==> config.mk <==
export PLATFORM = sky130hd
export DESIGN_NAME = decode_top
export DESIGN_NICKNAME = d
export VERILOG_FILES = /design/src/verilog/decode_pkg.sv /design/src/verilog/id1_if.sv /design/src/verilog/op_classifier.sv /design/src/verilog/operand_extract.sv /design/src/verilog/issue_id2.sv /design/src/verilog/decode_top.sv
export VERILOG_INCLUDE_DIRS = /design/src /design/src/verilog
export SDC_FILE = /design/constraint.sdc
export NUM_CORES = 1
export LEC_CHECK = 0
export BUFFER_PORTS_ARGS = -buffer_cell sky130_fd_sc_hd__buf_4
export CAP_MARGIN = 40
export CORE_MARGIN = 1
export CORE_UTILIZATION = 41
export DETAILED_ROUTE_END_ITERATION = 10
export PLACE_DENSITY = 0.85
export SYNTH_ARGS = -nofsm -noshare
export SYNTH_HDL_FRONTEND = slang
export SYNTH_SLANG_ARGS = --single-unit
==> constraint.sdc <==
create_clock -name clk -period 2.4 [get_ports clk]
set_input_delay 0.24 -clock clk [delete_from_list [all_inputs] [get_ports clk]]
set_output_delay 0.24 -clock clk [all_outputs]
set_load 0.01 [all_outputs]
==> src/verilog/decode_macros.svh <==
`ifndef DECODE_MACROS_SVH
`define DECODE_MACROS_SVH

// Field widths
`define REG_W   5
`define IMM_W   16
`define JIMM_W  26
`define OP_W    22

`define RA_REG  5'd31   // JAL link register

// One-hot operation bit positions
`define OP_ADDU   0
`define OP_SUBU   1
`define OP_AND    2
`define OP_OR     3
`define OP_SLT    4
`define OP_SLL    5
`define OP_SRL    6
`define OP_JR     7
`define OP_ADDIU  8
`define OP_ANDI   9
`define OP_ORI    10
`define OP_LUI    11
`define OP_LW     12
`define OP_SW     13
`define OP_BEQ    14
`define OP_BNE    15
`define OP_J      16
`define OP_JAL    17
`define OP_TLBP   18
`define OP_TLBR   19
`define OP_TLBWI  20
`define OP_RSVD   21

// Primary opcodes
`define OPC_SPECIAL 6'h00
`define OPC_J       6'h02
`define OPC_JAL     6'h03
`define OPC_BEQ     6'h04
`define OPC_BNE     6'h05
`define OPC_ADDIU   6'h09
`define OPC_ANDI    6'h0c
`define OPC_ORI     6'h0d
`define OPC_LUI     6'h0f
`define OPC_COP0    6'h10
`define OPC_LW      6'h23
`define OPC_SW      6'h2b

// SPECIAL funct values
`define FN_SLL   6'h00
`define FN_SRL   6'h02
`define FN_JR    6'h08
`define FN_ADDU  6'h21
`define FN_SUBU  6'h23
`define FN_AND   6'h24
`define FN_OR    6'h25
`define FN_SLT   6'h2a

// COP0 with CO bit set in rs, function in low six bits
`define COP0_CO    5'h10
`define C0F_TLBR   6'h01
`define C0F_TLBWI  6'h02
`define C0F_TLBP   6'h08

`endif

==> src/verilog/decode_pkg.sv <==
`include "decode_macros.svh"

package decode_pkg;

    // Register format, also used for the jump target
    typedef struct packed {
        logic [5:0]        opcode;
        logic [`REG_W-1:0] rs;
        logic [`REG_W-1:0] rt;
        logic [`REG_W-1:0] rd;
        logic [`REG_W-1:0] sa;
        logic [5:0]        funct;
    } inst_r_t;

    // Immediate format
    typedef struct packed {
        logic [5:0]        opcode;
        logic [`REG_W-1:0] rs;
        logic [`REG_W-1:0] rt;
        logic [`IMM_W-1:0] imm;
    } inst_i_t;

    typedef union packed {
        inst_r_t r;
        inst_i_t i;
    } inst_word_u;

endpackage

==> src/verilog/id1_if.sv <==
`timescale 1ns/1ns
`include "decode_macros.svh"

interface id1_if;

    // Classifier results
    logic [`OP_W-1:0]   op_codes;
    logic               is_branch;
    logic               is_j_imme;
    logic               is_jr;
    logic               is_ls;
    logic               is_tlbp;
    logic               is_tlbr;
    logic               is_tlbwi;
    logic               w_reg_ena;

    // Operand fields
    logic [`REG_W-1:0]  rs;
    logic [`REG_W-1:0]  rt;
    logic [`REG_W-1:0]  rd;
    logic [`REG_W-1:0]  sa;
    logic [`IMM_W-1:0]  imme;
    logic [`JIMM_W-1:0] j_imme;
    logic [`REG_W-1:0]  w_reg_dst;

    modport cls_mp (
        output op_codes, is_branch, is_j_imme, is_jr, is_ls,
               is_tlbp, is_tlbr, is_tlbwi, w_reg_ena
    );

    modport opr_mp (
        output rs, rt, rd, sa, imme, j_imme, w_reg_dst
    );

    modport stage_mp (
        input op_codes, is_branch, is_j_imme, is_jr, is_ls,
              is_tlbp, is_tlbr, is_tlbwi, w_reg_ena,
              rs, rt, rd, sa, imme, j_imme, w_reg_dst
    );

endinterface

==> src/verilog/op_classifier.sv <==
`timescale 1ns/1ns
`include "decode_macros.svh"

module op_classifier
    import decode_pkg::*;
(
    input  inst_word_u  inst_i,
    id1_if.cls_mp       cls
);

    logic [`OP_W-1:0] op;

    always_comb begin
        op = '0;
        case (inst_i.r.opcode)
            `OPC_SPECIAL: begin
                case (inst_i.r.funct)
                    `FN_ADDU: op[`OP_ADDU] = 1'b1;
                    `FN_SUBU: op[`OP_SUBU] = 1'b1;
                    `FN_AND:  op[`OP_AND]  = 1'b1;
                    `FN_OR:   op[`OP_OR]   = 1'b1;
                    `FN_SLT:  op[`OP_SLT]  = 1'b1;
                    `FN_SLL:  op[`OP_SLL]  = 1'b1;
                    `FN_SRL:  op[`OP_SRL]  = 1'b1;
                    `FN_JR:   op[`OP_JR]   = 1'b1;
                    default:  op[`OP_RSVD] = 1'b1;
                endcase
            end
            `OPC_ADDIU: op[`OP_ADDIU] = 1'b1;
            `OPC_ANDI:  op[`OP_ANDI]  = 1'b1;
            `OPC_ORI:   op[`OP_ORI]   = 1'b1;
            `OPC_LUI:   op[`OP_LUI]   = 1'b1;
            `OPC_LW:    op[`OP_LW]    = 1'b1;
            `OPC_SW:    op[`OP_SW]    = 1'b1;
            `OPC_BEQ:   op[`OP_BEQ]   = 1'b1;
            `OPC_BNE:   op[`OP_BNE]   = 1'b1;
            `OPC_J:     op[`OP_J]     = 1'b1;
            `OPC_JAL:   op[`OP_JAL]   = 1'b1;
            `OPC_COP0: begin
                // TLB ops need the CO bit pattern in rs
                if (inst_i.r.rs != `COP0_CO) begin
                    op[`OP_RSVD] = 1'b1;
                end else begin
                    case (inst_i.r.funct)
                        `C0F_TLBP:  op[`OP_TLBP]  = 1'b1;
                        `C0F_TLBR:  op[`OP_TLBR]  = 1'b1;
                        `C0F_TLBWI: op[`OP_TLBWI] = 1'b1;
                        default:    op[`OP_RSVD]  = 1'b1;
                    endcase
                end
            end
            default: op[`OP_RSVD] = 1'b1;
        endcase
    end

    assign cls.op_codes  = op;
    assign cls.is_branch = op[`OP_BEQ] | op[`OP_BNE];
    assign cls.is_j_imme = op[`OP_J] | op[`OP_JAL];
    assign cls.is_jr     = op[`OP_JR];
    assign cls.is_ls     = op[`OP_LW] | op[`OP_SW];
    assign cls.is_tlbp   = op[`OP_TLBP];
    assign cls.is_tlbr   = op[`OP_TLBR];
    assign cls.is_tlbwi  = op[`OP_TLBWI];

    // Everything that produces a GPR result
    assign cls.w_reg_ena = op[`OP_ADDU]  | op[`OP_SUBU] | op[`OP_AND]  | op[`OP_OR]
                         | op[`OP_SLT]   | op[`OP_SLL]  | op[`OP_SRL]
                         | op[`OP_ADDIU] | op[`OP_ANDI] | op[`OP_ORI]  | op[`OP_LUI]
                         | op[`OP_LW]    | op[`OP_JAL];

endmodule

==> src/verilog/operand_extract.sv <==
`timescale 1ns/1ns
`include "decode_macros.svh"

module operand_extract
    import decode_pkg::*;
(
    input  inst_word_u  inst_i,
    id1_if.opr_mp       opr
);

    logic [5:0]        opcode;
    logic [`REG_W-1:0] dst;

    assign opcode = inst_i.i.opcode;

    assign opr.rs     = inst_i.r.rs;
    assign opr.rt     = inst_i.r.rt;
    assign opr.rd     = inst_i.r.rd;
    assign opr.sa     = inst_i.r.sa;
    assign opr.imme   = inst_i.i.imm;
    assign opr.j_imme = inst_i.r[`JIMM_W-1:0];  // Jump target field

    // Destination register, independent of the write enable
    always_comb begin
        case (opcode)
            `OPC_SPECIAL: dst = inst_i.r.rd;
            `OPC_JAL:     dst = `RA_REG;
            default:      dst = inst_i.i.rt;
        endcase
    end

    assign opr.w_reg_dst = dst;

endmodule

==> src/verilog/issue_id2.sv <==
`timescale 1ns/1ns
`include "decode_macros.svh"

module issue_id2 (
    input  logic               clk,
    input  logic               rst_i,
    input  logic               flush_i,
    input  logic               exception_flush_i,
    input  logic               stall_i,
    input  logic               valid_i,
    input  logic [31:0]        pc_i,
    input  logic [31:0]        inst_i,
    input  logic               in_delay_slot_i,
    input  logic               inst_adel_i,
    input  logic               i_refill_tlbl_i,
    input  logic               i_invalid_tlbl_i,
    input  logic               refetch_i,
    id1_if.stage_mp            dec,

    output logic               valid_o,
    output logic [31:0]        pc_o,
    output logic [31:0]        inst_o,
    output logic               in_delay_slot_o,
    output logic               inst_adel_o,
    output logic               i_refill_tlbl_o,
    output logic               i_invalid_tlbl_o,
    output logic               refetch_o,
    output logic [`OP_W-1:0]   op_codes_o,
    output logic               is_branch_o,
    output logic               is_j_imme_o,
    output logic               is_jr_o,
    output logic               is_ls_o,
    output logic               is_tlbp_o,
    output logic               is_tlbr_o,
    output logic               is_tlbwi_o,
    output logic               w_reg_ena_o,
    output logic [`REG_W-1:0]  rs_o,
    output logic [`REG_W-1:0]  rt_o,
    output logic [`REG_W-1:0]  rd_o,
    output logic [`REG_W-1:0]  sa_o,
    output logic [`IMM_W-1:0]  imme_o,
    output logic [`JIMM_W-1:0] j_imme_o,
    output logic [`REG_W-1:0]  w_reg_dst_o
);

    logic clear;
    logic load;

    // Exception flush wins over stall, a plain flush does not
    assign clear = rst_i | exception_flush_i | (flush_i & ~stall_i) | (~valid_i & ~stall_i);
    assign load  = ~flush_i & ~stall_i;

    always_ff @(posedge clk) begin
        if (clear) begin
            valid_o          <= 1'b0;
            pc_o             <= '0;
            inst_o           <= '0;
            in_delay_slot_o  <= 1'b0;
            inst_adel_o      <= 1'b0;
            i_refill_tlbl_o  <= 1'b0;
            i_invalid_tlbl_o <= 1'b0;
            refetch_o        <= 1'b0;
            op_codes_o       <= '0;
            is_branch_o      <= 1'b0;
            is_j_imme_o      <= 1'b0;
            is_jr_o          <= 1'b0;
            is_ls_o          <= 1'b0;
            is_tlbp_o        <= 1'b0;
            is_tlbr_o        <= 1'b0;
            is_tlbwi_o       <= 1'b0;
            w_reg_ena_o      <= 1'b0;
            rs_o             <= '0;
            rt_o             <= '0;
            rd_o             <= '0;
            sa_o             <= '0;
            imme_o           <= '0;
            j_imme_o         <= '0;
            w_reg_dst_o      <= '0;
        end else if (load) begin
            valid_o          <= valid_i;
            pc_o             <= pc_i;
            inst_o           <= inst_i;
            in_delay_slot_o  <= in_delay_slot_i;
            inst_adel_o      <= inst_adel_i;
            i_refill_tlbl_o  <= i_refill_tlbl_i;
            i_invalid_tlbl_o <= i_invalid_tlbl_i;
            refetch_o        <= refetch_i;
            op_codes_o       <= dec.op_codes;
            is_branch_o      <= dec.is_branch;
            is_j_imme_o      <= dec.is_j_imme;
            is_jr_o          <= dec.is_jr;
            is_ls_o          <= dec.is_ls;
            is_tlbp_o        <= dec.is_tlbp;
            is_tlbr_o        <= dec.is_tlbr;
            is_tlbwi_o       <= dec.is_tlbwi;
            w_reg_ena_o      <= dec.w_reg_ena;
            rs_o             <= dec.rs;
            rt_o             <= dec.rt;
            rd_o             <= dec.rd;
            sa_o             <= dec.sa;
            imme_o           <= dec.imme;
            j_imme_o         <= dec.j_imme;
            w_reg_dst_o      <= dec.w_reg_dst;
        end
        // Stall with flush falls through and holds
    end

endmodule

==> src/verilog/decode_top.sv <==
`timescale 1ns/1ns
`include "decode_macros.svh"

module decode_top (
    input  logic               clk,
    input  logic               rst_i,
    input  logic               flush_i,
    input  logic               exception_flush_i,
    input  logic               stall_i,
    input  logic               valid_i,
    input  logic [31:0]        pc_i,
    input  logic [31:0]        inst_i,
    input  logic               in_delay_slot_i,
    input  logic               inst_adel_i,
    input  logic               i_refill_tlbl_i,
    input  logic               i_invalid_tlbl_i,
    input  logic               refetch_i,

    output logic               valid_o,
    output logic [31:0]        pc_o,
    output logic [31:0]        inst_o,
    output logic               in_delay_slot_o,
    output logic               inst_adel_o,
    output logic               i_refill_tlbl_o,
    output logic               i_invalid_tlbl_o,
    output logic               refetch_o,
    output logic [`OP_W-1:0]   op_codes_o,
    output logic               is_branch_o,
    output logic               is_j_imme_o,
    output logic               is_jr_o,
    output logic               is_ls_o,
    output logic               is_tlbp_o,
    output logic               is_tlbr_o,
    output logic               is_tlbwi_o,
    output logic               w_reg_ena_o,
    output logic [`REG_W-1:0]  rs_o,
    output logic [`REG_W-1:0]  rt_o,
    output logic [`REG_W-1:0]  rd_o,
    output logic [`REG_W-1:0]  sa_o,
    output logic [`IMM_W-1:0]  imme_o,
    output logic [`JIMM_W-1:0] j_imme_o,
    output logic [`REG_W-1:0]  w_reg_dst_o
);

    id1_if dec_if ();

    // Both decoders see the same word in parallel
    op_classifier i_op_classifier (
        .inst_i (inst_i),
        .cls    (dec_if.cls_mp)
    );

    operand_extract i_operand_extract (
        .inst_i (inst_i),
        .opr    (dec_if.opr_mp)
    );

    issue_id2 i_issue_id2 (
        .clk               (clk),
        .rst_i             (rst_i),
        .flush_i           (flush_i),
        .exception_flush_i (exception_flush_i),
        .stall_i           (stall_i),
        .valid_i           (valid_i),
        .pc_i              (pc_i),
        .inst_i            (inst_i),
        .in_delay_slot_i   (in_delay_slot_i),
        .inst_adel_i       (inst_adel_i),
        .i_refill_tlbl_i   (i_refill_tlbl_i),
        .i_invalid_tlbl_i  (i_invalid_tlbl_i),
        .refetch_i         (refetch_i),
        .dec               (dec_if.stage_mp),
        .valid_o           (valid_o),
        .pc_o              (pc_o),
        .inst_o            (inst_o),
        .in_delay_slot_o   (in_delay_slot_o),
        .inst_adel_o       (inst_adel_o),
        .i_refill_tlbl_o   (i_refill_tlbl_o),
        .i_invalid_tlbl_o  (i_invalid_tlbl_o),
        .refetch_o         (refetch_o),
        .op_codes_o        (op_codes_o),
        .is_branch_o       (is_branch_o),
        .is_j_imme_o       (is_j_imme_o),
        .is_jr_o           (is_jr_o),
        .is_ls_o           (is_ls_o),
        .is_tlbp_o         (is_tlbp_o),
        .is_tlbr_o         (is_tlbr_o),
        .is_tlbwi_o        (is_tlbwi_o),
        .w_reg_ena_o       (w_reg_ena_o),
        .rs_o              (rs_o),
        .rt_o              (rt_o),
        .rd_o              (rd_o),
        .sa_o              (sa_o),
        .imme_o            (imme_o),
        .j_imme_o          (j_imme_o),
        .w_reg_dst_o       (w_reg_dst_o)
    );

endmodule

Word level (Yosys, flattened, before mapping) --
Cells that the tools add are included.
Storage, ports and cells: output and inout port bits 167, bits in registers 167
Operators by class: reduce and logical (&&, ||, !) cells 5, bitwise gates (word level) 24, eq/ne operators 20, mux-type cells 27
Operators with widths (count):
- 6-bit equality test, second input constant | 7
- 6-bit by 4-bit equality test with 1-bit output, second input constant | 5
- 1-bit two-way mux | 22
- 6-bit by 2-bit equality test with 1-bit output, second input constant | 3
- 1-bit OR | 18
- 6-bit by 3-bit equality test with 1-bit output, second input constant | 2
- 6-bit zero test | 2
- 5-bit case mux with 2 select lines | 1
- 10-bit OR reduction | 1
- 8-bit two-way mux | 1
- 8-bit OR reduction | 1
- 6-bit by 1-bit equality test with 1-bit output, second input constant | 1
- 6-bit by 5-bit equality test with 1-bit output, second input constant | 1
- 3-bit two-way mux | 2
- 5-bit != test, second input constant | 1
- 1-bit bitwise AND | 3
- 1-bit NOT | 3
- 1-bit case mux with 3 select lines | 1
- 3-bit OR reduction | 1

Longest topological paths before layout --
word-level depth 15, gate-level depth with buffers 7

Cells and area by module --
A second synthesis with hierarchy kept.
Unflattened totals: cell total of the unflattened synthesis 971, area total of the unflattened synthesis 9032.4 um^2
By module, submodules not included:
- issue_id2 | area an instance 7935.1 um^2, instances 1, cells an instance 801
- operand_extract | area an instance 580.6 um^2, instances 1, cells an instance 80
- op_classifier | area an instance 516.7 um^2, instances 1, cells an instance 90

Worst setup path after synthesis --
No wires, ideal clock.
path type input to register, start point in inst_i[26], end point reg i_issue_id2.op_codes_o[0], path slack 0.745 ns, path buffers 1, arrival 1.587 ns, stages on the path 6, required time 2.333 ns, path through buf_6 > or4_4 > nor2_2 > nand4_1 > or3b_1 > a21oi_2
Between the ends: longest elaborated chain between the ends 2
Ends and longest elaborated chain:
- start, declared | line decode_top.sv:12 | input logic [31:0] inst_i,
- 6-bit zero test | line op_classifier.sv:15 | case (inst_i.r.opcode)
- 8-bit two-way mux | line op_classifier.sv:15
- end signal, assigned | line issue_id2.sv:88 | op_codes_o <= dec.op_codes;
- end, declared | line issue_id2.sv:28 | output logic [`OP_W-1:0] op_codes_o,
No other way between the ends. A chain may end at the register's enable or synchronous reset.

Final worst setup path --
start point in inst_i[30], end point reg i_issue_id2.w_reg_dst_o[3]
Between the ends: longest elaborated chain between the ends 2
Ends and longest elaborated chain:
- 6-bit by 2-bit equality test with 1-bit output or 6-bit zero test (tied branches) | line operand_extract.sv:25 | case (opcode)
- 5-bit case mux with 2 select lines * | line operand_extract.sv:25
- end signal, assigned | line issue_id2.sv:103 | w_reg_dst_o <= dec.w_reg_dst;
- end, declared | line issue_id2.sv:43 | output logic [`REG_W-1:0] w_reg_dst_o
Every way passes the cells marked *; elsewhere a longest branch is shown, timed or not.

==> impl.org <==
** Run status
- The flow ran to the end, and the final reports show no timing, DRC or antenna violations.

** Drt
- The detailed router placed 4,357 vias in this run.
- Dividing the detail-routed wire length by the instance count gives 15.1 µm.
- The routed design has 13.0 mm of wire.
- Dividing the detail-routed via count by the number of cells gives 5.06.
- After detailed routing, the number of remaining DRC violations is 0.
- In this run, the number of DRC markers left after iteration 0 of detailed routing was 229.
- The first detailed-routing pass took 4 iterations.
- Number of nets still failing antenna checks after routing :: 0

** Floorplan
- The initial utilization of the core area, before any placement, comes to 42.5%.
- The die covers 11,200 µm².
- The die is 106 µm wide.
- In this run the count of I/O pins placed on the die edge is 242.
- The floorplan step set the die height to 106 µm.
- Row generation in the floorplan step produced 37 rows.
- Area inside the core boundary :: 10,400 µm²

** STA
- The final number of max-transition violations came to 0.
- Final hold viol count :: 0
- Setup clock skew after layout :: 0 ns
- Of the available clock period, the critical path in the final layout requires 62.1%.
- TNS Setup :: 0 ns
- Worst-Margin Slew :: 0.844 ns
- Measured against its own limit, the worst slew margin works out to 43.6%.
- Setup repair after global routing left no endpoint under its margin.
- For the finished layout, the period the worst path requires is 1.49 ns.
- Setup violations remaining at the end of the flow were counted as 0.
- Static timing analysis puts the maximum clock frequency at 671 MHz.
- After layout, the worst setup slack is 0.910 ns.

** Setup path
- Worst Setup SP :: inst_i[30]
- Slowest cell on the critical path :: or4_4
- Data arrival, critical path :: 1.78 ns
- The largest single stage delay on the critical path is 0.56 ns.
- STA classifies the critical path endpoint as a flip-flop.
- Top Family by Delay on Critical Path :: simple AND/OR/NAND/NOR gates
- End of the worst register-to-register path :: i_issue_id2.w_reg_dst_o[0]
- Worst path bufs/invs :: 1
- Across all register-to-register paths, the minimum setup slack is 1.65 ns.
- STA classifies the critical path startpoint as a primary input.
- STA puts the critical path data required time at 2.69 ns.
- R2r startpoint :: i_issue_id2.w_reg_dst_o[0]
- Counting cells, the worst reg-to-reg path comes to 2.
- Traced cell by cell, the critical path runs through buf_4 > or2_1 > or4_4 > nand2_1 > o221ai_1 > a21oi_1.
- Of all nets on the critical path, the largest fanout is 9.
- Setup CP Type :: in -> reg
- In this run the worst setup path terminates at i_issue_id2.w_reg_dst_o[3].
- Levels on crit path :: 6

** CTS
- The tree is rooted in a clkbuf_8.
- TritonCTS clock tree :: done
- For the worst-skew pair, the clock arrives at the later sink with an insertion delay of 0.35 ns.
- Counting every sink on the clock net gives 101.
- The clock tree synthesis step divided the H-tree into 3 levels.
- The clock passes through at most 2 buffers.
- Clock-pin slew was measured on the worst setup and hold paths at 0.10 ns.
- Buffers inserted to repair hold after CTS numbered 0.
- Cts bufs inserted :: 9
- Post-CTS timing repair inserted 0 buffers for setup.
- Quantity of gates resized following cts :: 0

** Logic synthesis
- Register bit count reported by yosys :: 101
- Post-synthesis compound-gate area fraction :: 14.2%
- Count of flip-flops with a built-in enable after synthesis :: 0
- Post-synthesis area per instance :: 7.79 µm²
- Dominant combinational cell family by area after synthesis :: simple AND/OR/NAND/NOR gates
- Multiplexer cells account for 0.681% of the synthesized area.
- Summing the areas of all and, or, nand and nor instances in the mapped netlist gives 23.7% of the synthesized area.
- Fraction of synthesis flops using an asynchronous set or reset pin :: 0%
- The synthesized netlist devotes 0% of its cell area to adder and majority cells.
- Area share of xor/xnor cells in the synthesized design :: 0.397%
- Syn_nets :: 641
- Yosys mapped the design onto 43 distinct sky130hd cell types.
- Synth Flop Type :: dfxtp_1
- The Yosys step of the flow raised 0 warnings.
- Synthesis handed over a netlist of 566 instances.
- The cell area that synthesis handed to floorplanning was 4410 µm².
- Of the synthesized area, sequential elements account for 45.9%.

** Place
- Final GP Congestion :: 0.848
- Timing analysis after detailed placement gives a worst setup slack of 0.552 ns.
- Post-DP HPWL :: 9.91 mm
- In this run the tool buffered the top-level ports with 241 buffer cells.
- Placed Instance Area :: 5900 µm²
- The number of placed instances, taps included, is 846.

** Layout
- Total number of nets in the final design :: 796
- The area growth from synthesis to layout is 37.7%.
- Non-filler cells, final :: 861
- Finished layout cell area :: 6070 µm²
- The post-route netlist has 38.1% of its cells at a drive strength greater than 1.
- 0 antenna diodes ended up in the layout.

** Hold path
- Worst min-delay path category :: in -> reg

** Power and ir drop
- Leak :: 2.62 nW
- The worst-case IR drop observed on VDD is 0.000289 V.
- Power spread over the standard cell area amounts to 508 nW/µm².

** Global routing
- Global routing consumed, over all layers together, 23.1% of the routing resources.
- The initial antenna violation count was 0.
- Entering global routing, the biggest net connects 55 pins.
- Via count of the first global-routing pass :: 4,123
- The first global-routing pass estimated 20.4 mm of wire.
- For this run the aggregate overflow at the end of global routing stands at 0.

** Run
- Max-cap check violation count :: 0
==> registers in the layout, indices dropped and copies added (netlist names), 5 cells and up <==
signal,cells
i_issue_id2.pc_o,32
i_issue_id2.j_imme_o,25
i_issue_id2.op_codes_o,22
i_issue_id2.inst_o,7
i_issue_id2.w_reg_dst_o,5
==> per-stage QoR <==
| stage | total power [mW] | utilization (%) | hold slack [ns] |
|---|---|---|---|
| 2_1_floorplan | 1.94 | - | 0.376 |
| 5_1_grt | 3.22 | 58.6 | 0.0962 |
| 6_report | 3.08 | 58.6 | 0.115 |
| 3_5_place_dp | 2.14 | 56.9 | 0.447 |
| 4_1_cts | 3.11 | 58.6 | 0.0939 |
| 3_3_place_gp | 2.13 | 56.9 | 0.443 |
==> power by group <==
part	internal (mW)	total [mW]	switching, mW
Clock	0.406	0.982	0.576
Combinational	0.184	0.391	0.207
Sequential	1.69	1.71	0.0151
Total	2.28	3.08	0.798
==> cell usage after synthesis, drive strengths merged (5+ instances only) <==
master / count / area share (%)
nor4: 8 / 1.3
nor3: 7 / 0.79
clkbuf: 36 / 3.1
buf: 72 / 12
a21oi: 90 / 10
nand3: 6 / 0.68
a22oi: 6 / 1.0
nand2: 163 / 14
nor2b: 5 / 0.71
nand4: 6 / 0.85
nor2: 29 / 2.5
dfxtp: 101 / 46
==> worst min path at each step <==
stage,depth (start not counted),start,end,slack (ns)
4_1_cts,3,pc_i[8],i_issue_id2.pc_o[8],0.09
2_1_floorplan,2,i_invalid_tlbl_i,i_issue_id2.i_invalid_tlbl_o,0.38
5_1_grt,3,pc_i[10],i_issue_id2.pc_o[10],0.1
6_report,3,pc_i[8],i_issue_id2.pc_o[8],0.11
3_3_place_gp,2,i_issue_id2.op_codes_o[8],i_issue_id2.op_codes_o[8],0.44
3_5_place_dp,2,i_issue_id2.pc_o[8],i_issue_id2.pc_o[8],0.45
==> cells by family after synthesis <==
group           Yosys count
simple gates            240
compound gates          112
buf+inv                 108
flops                   101
mux                       3
xor+xnor                  2
==> worst register-to-register path, cell delays in order, from the launching register on <==
cell,delay (ns)
dfxtp_1,0.35
nor2_1,0.05
a311oi_1,0.27
==> cells in the final DEF (no fill, tap or decap), types with 3 or more instances in the layout <==
cell type,netlist,routed
nand2_1,163,163
nor2b_1,5,5
mux2i_1,3,3
dfxtp_1,101,101
clkbuf_8,0,10
nor2_1,28,27
a22oi_1,6,6
nand3_1,6,6
buf_12,0,6
nor4_1,7,7
a311oi_1,3,3
nor3_1,7,7
nand4_1,6,6
buf_4,67,246
a21oi_1,89,89
==> routing by layer <==
layer / share of wire [%] / vias to the layer above / wire length (µm) / GRT usage, %
li1: - / 2115 / - / -
met1: 38 / 2015 / 4980 / 25.0
met2: 51 / 209 / 6660 / 42.2
met3: 8.6 / 18 / 1120 / 7.61
met4: 1.6 / 0 / 206 / 7.14
met5: 0 / - / 0 / 0
==> layout make-up <==
| cell class | count | area (µm²) |
|---|---|---|
| clock buffers | 11 | 141 |
| clock inverters | 4 | 32.5 |
| fillers | 918 | 4300 |
| multi-input cells | 357 | 1740 |
| flip-flops and latches | 101 | 2020 |
| well taps | 136 | 170 |
| repair buffers | 252 | 1970 |
Power figures use the tool's default switching activity.
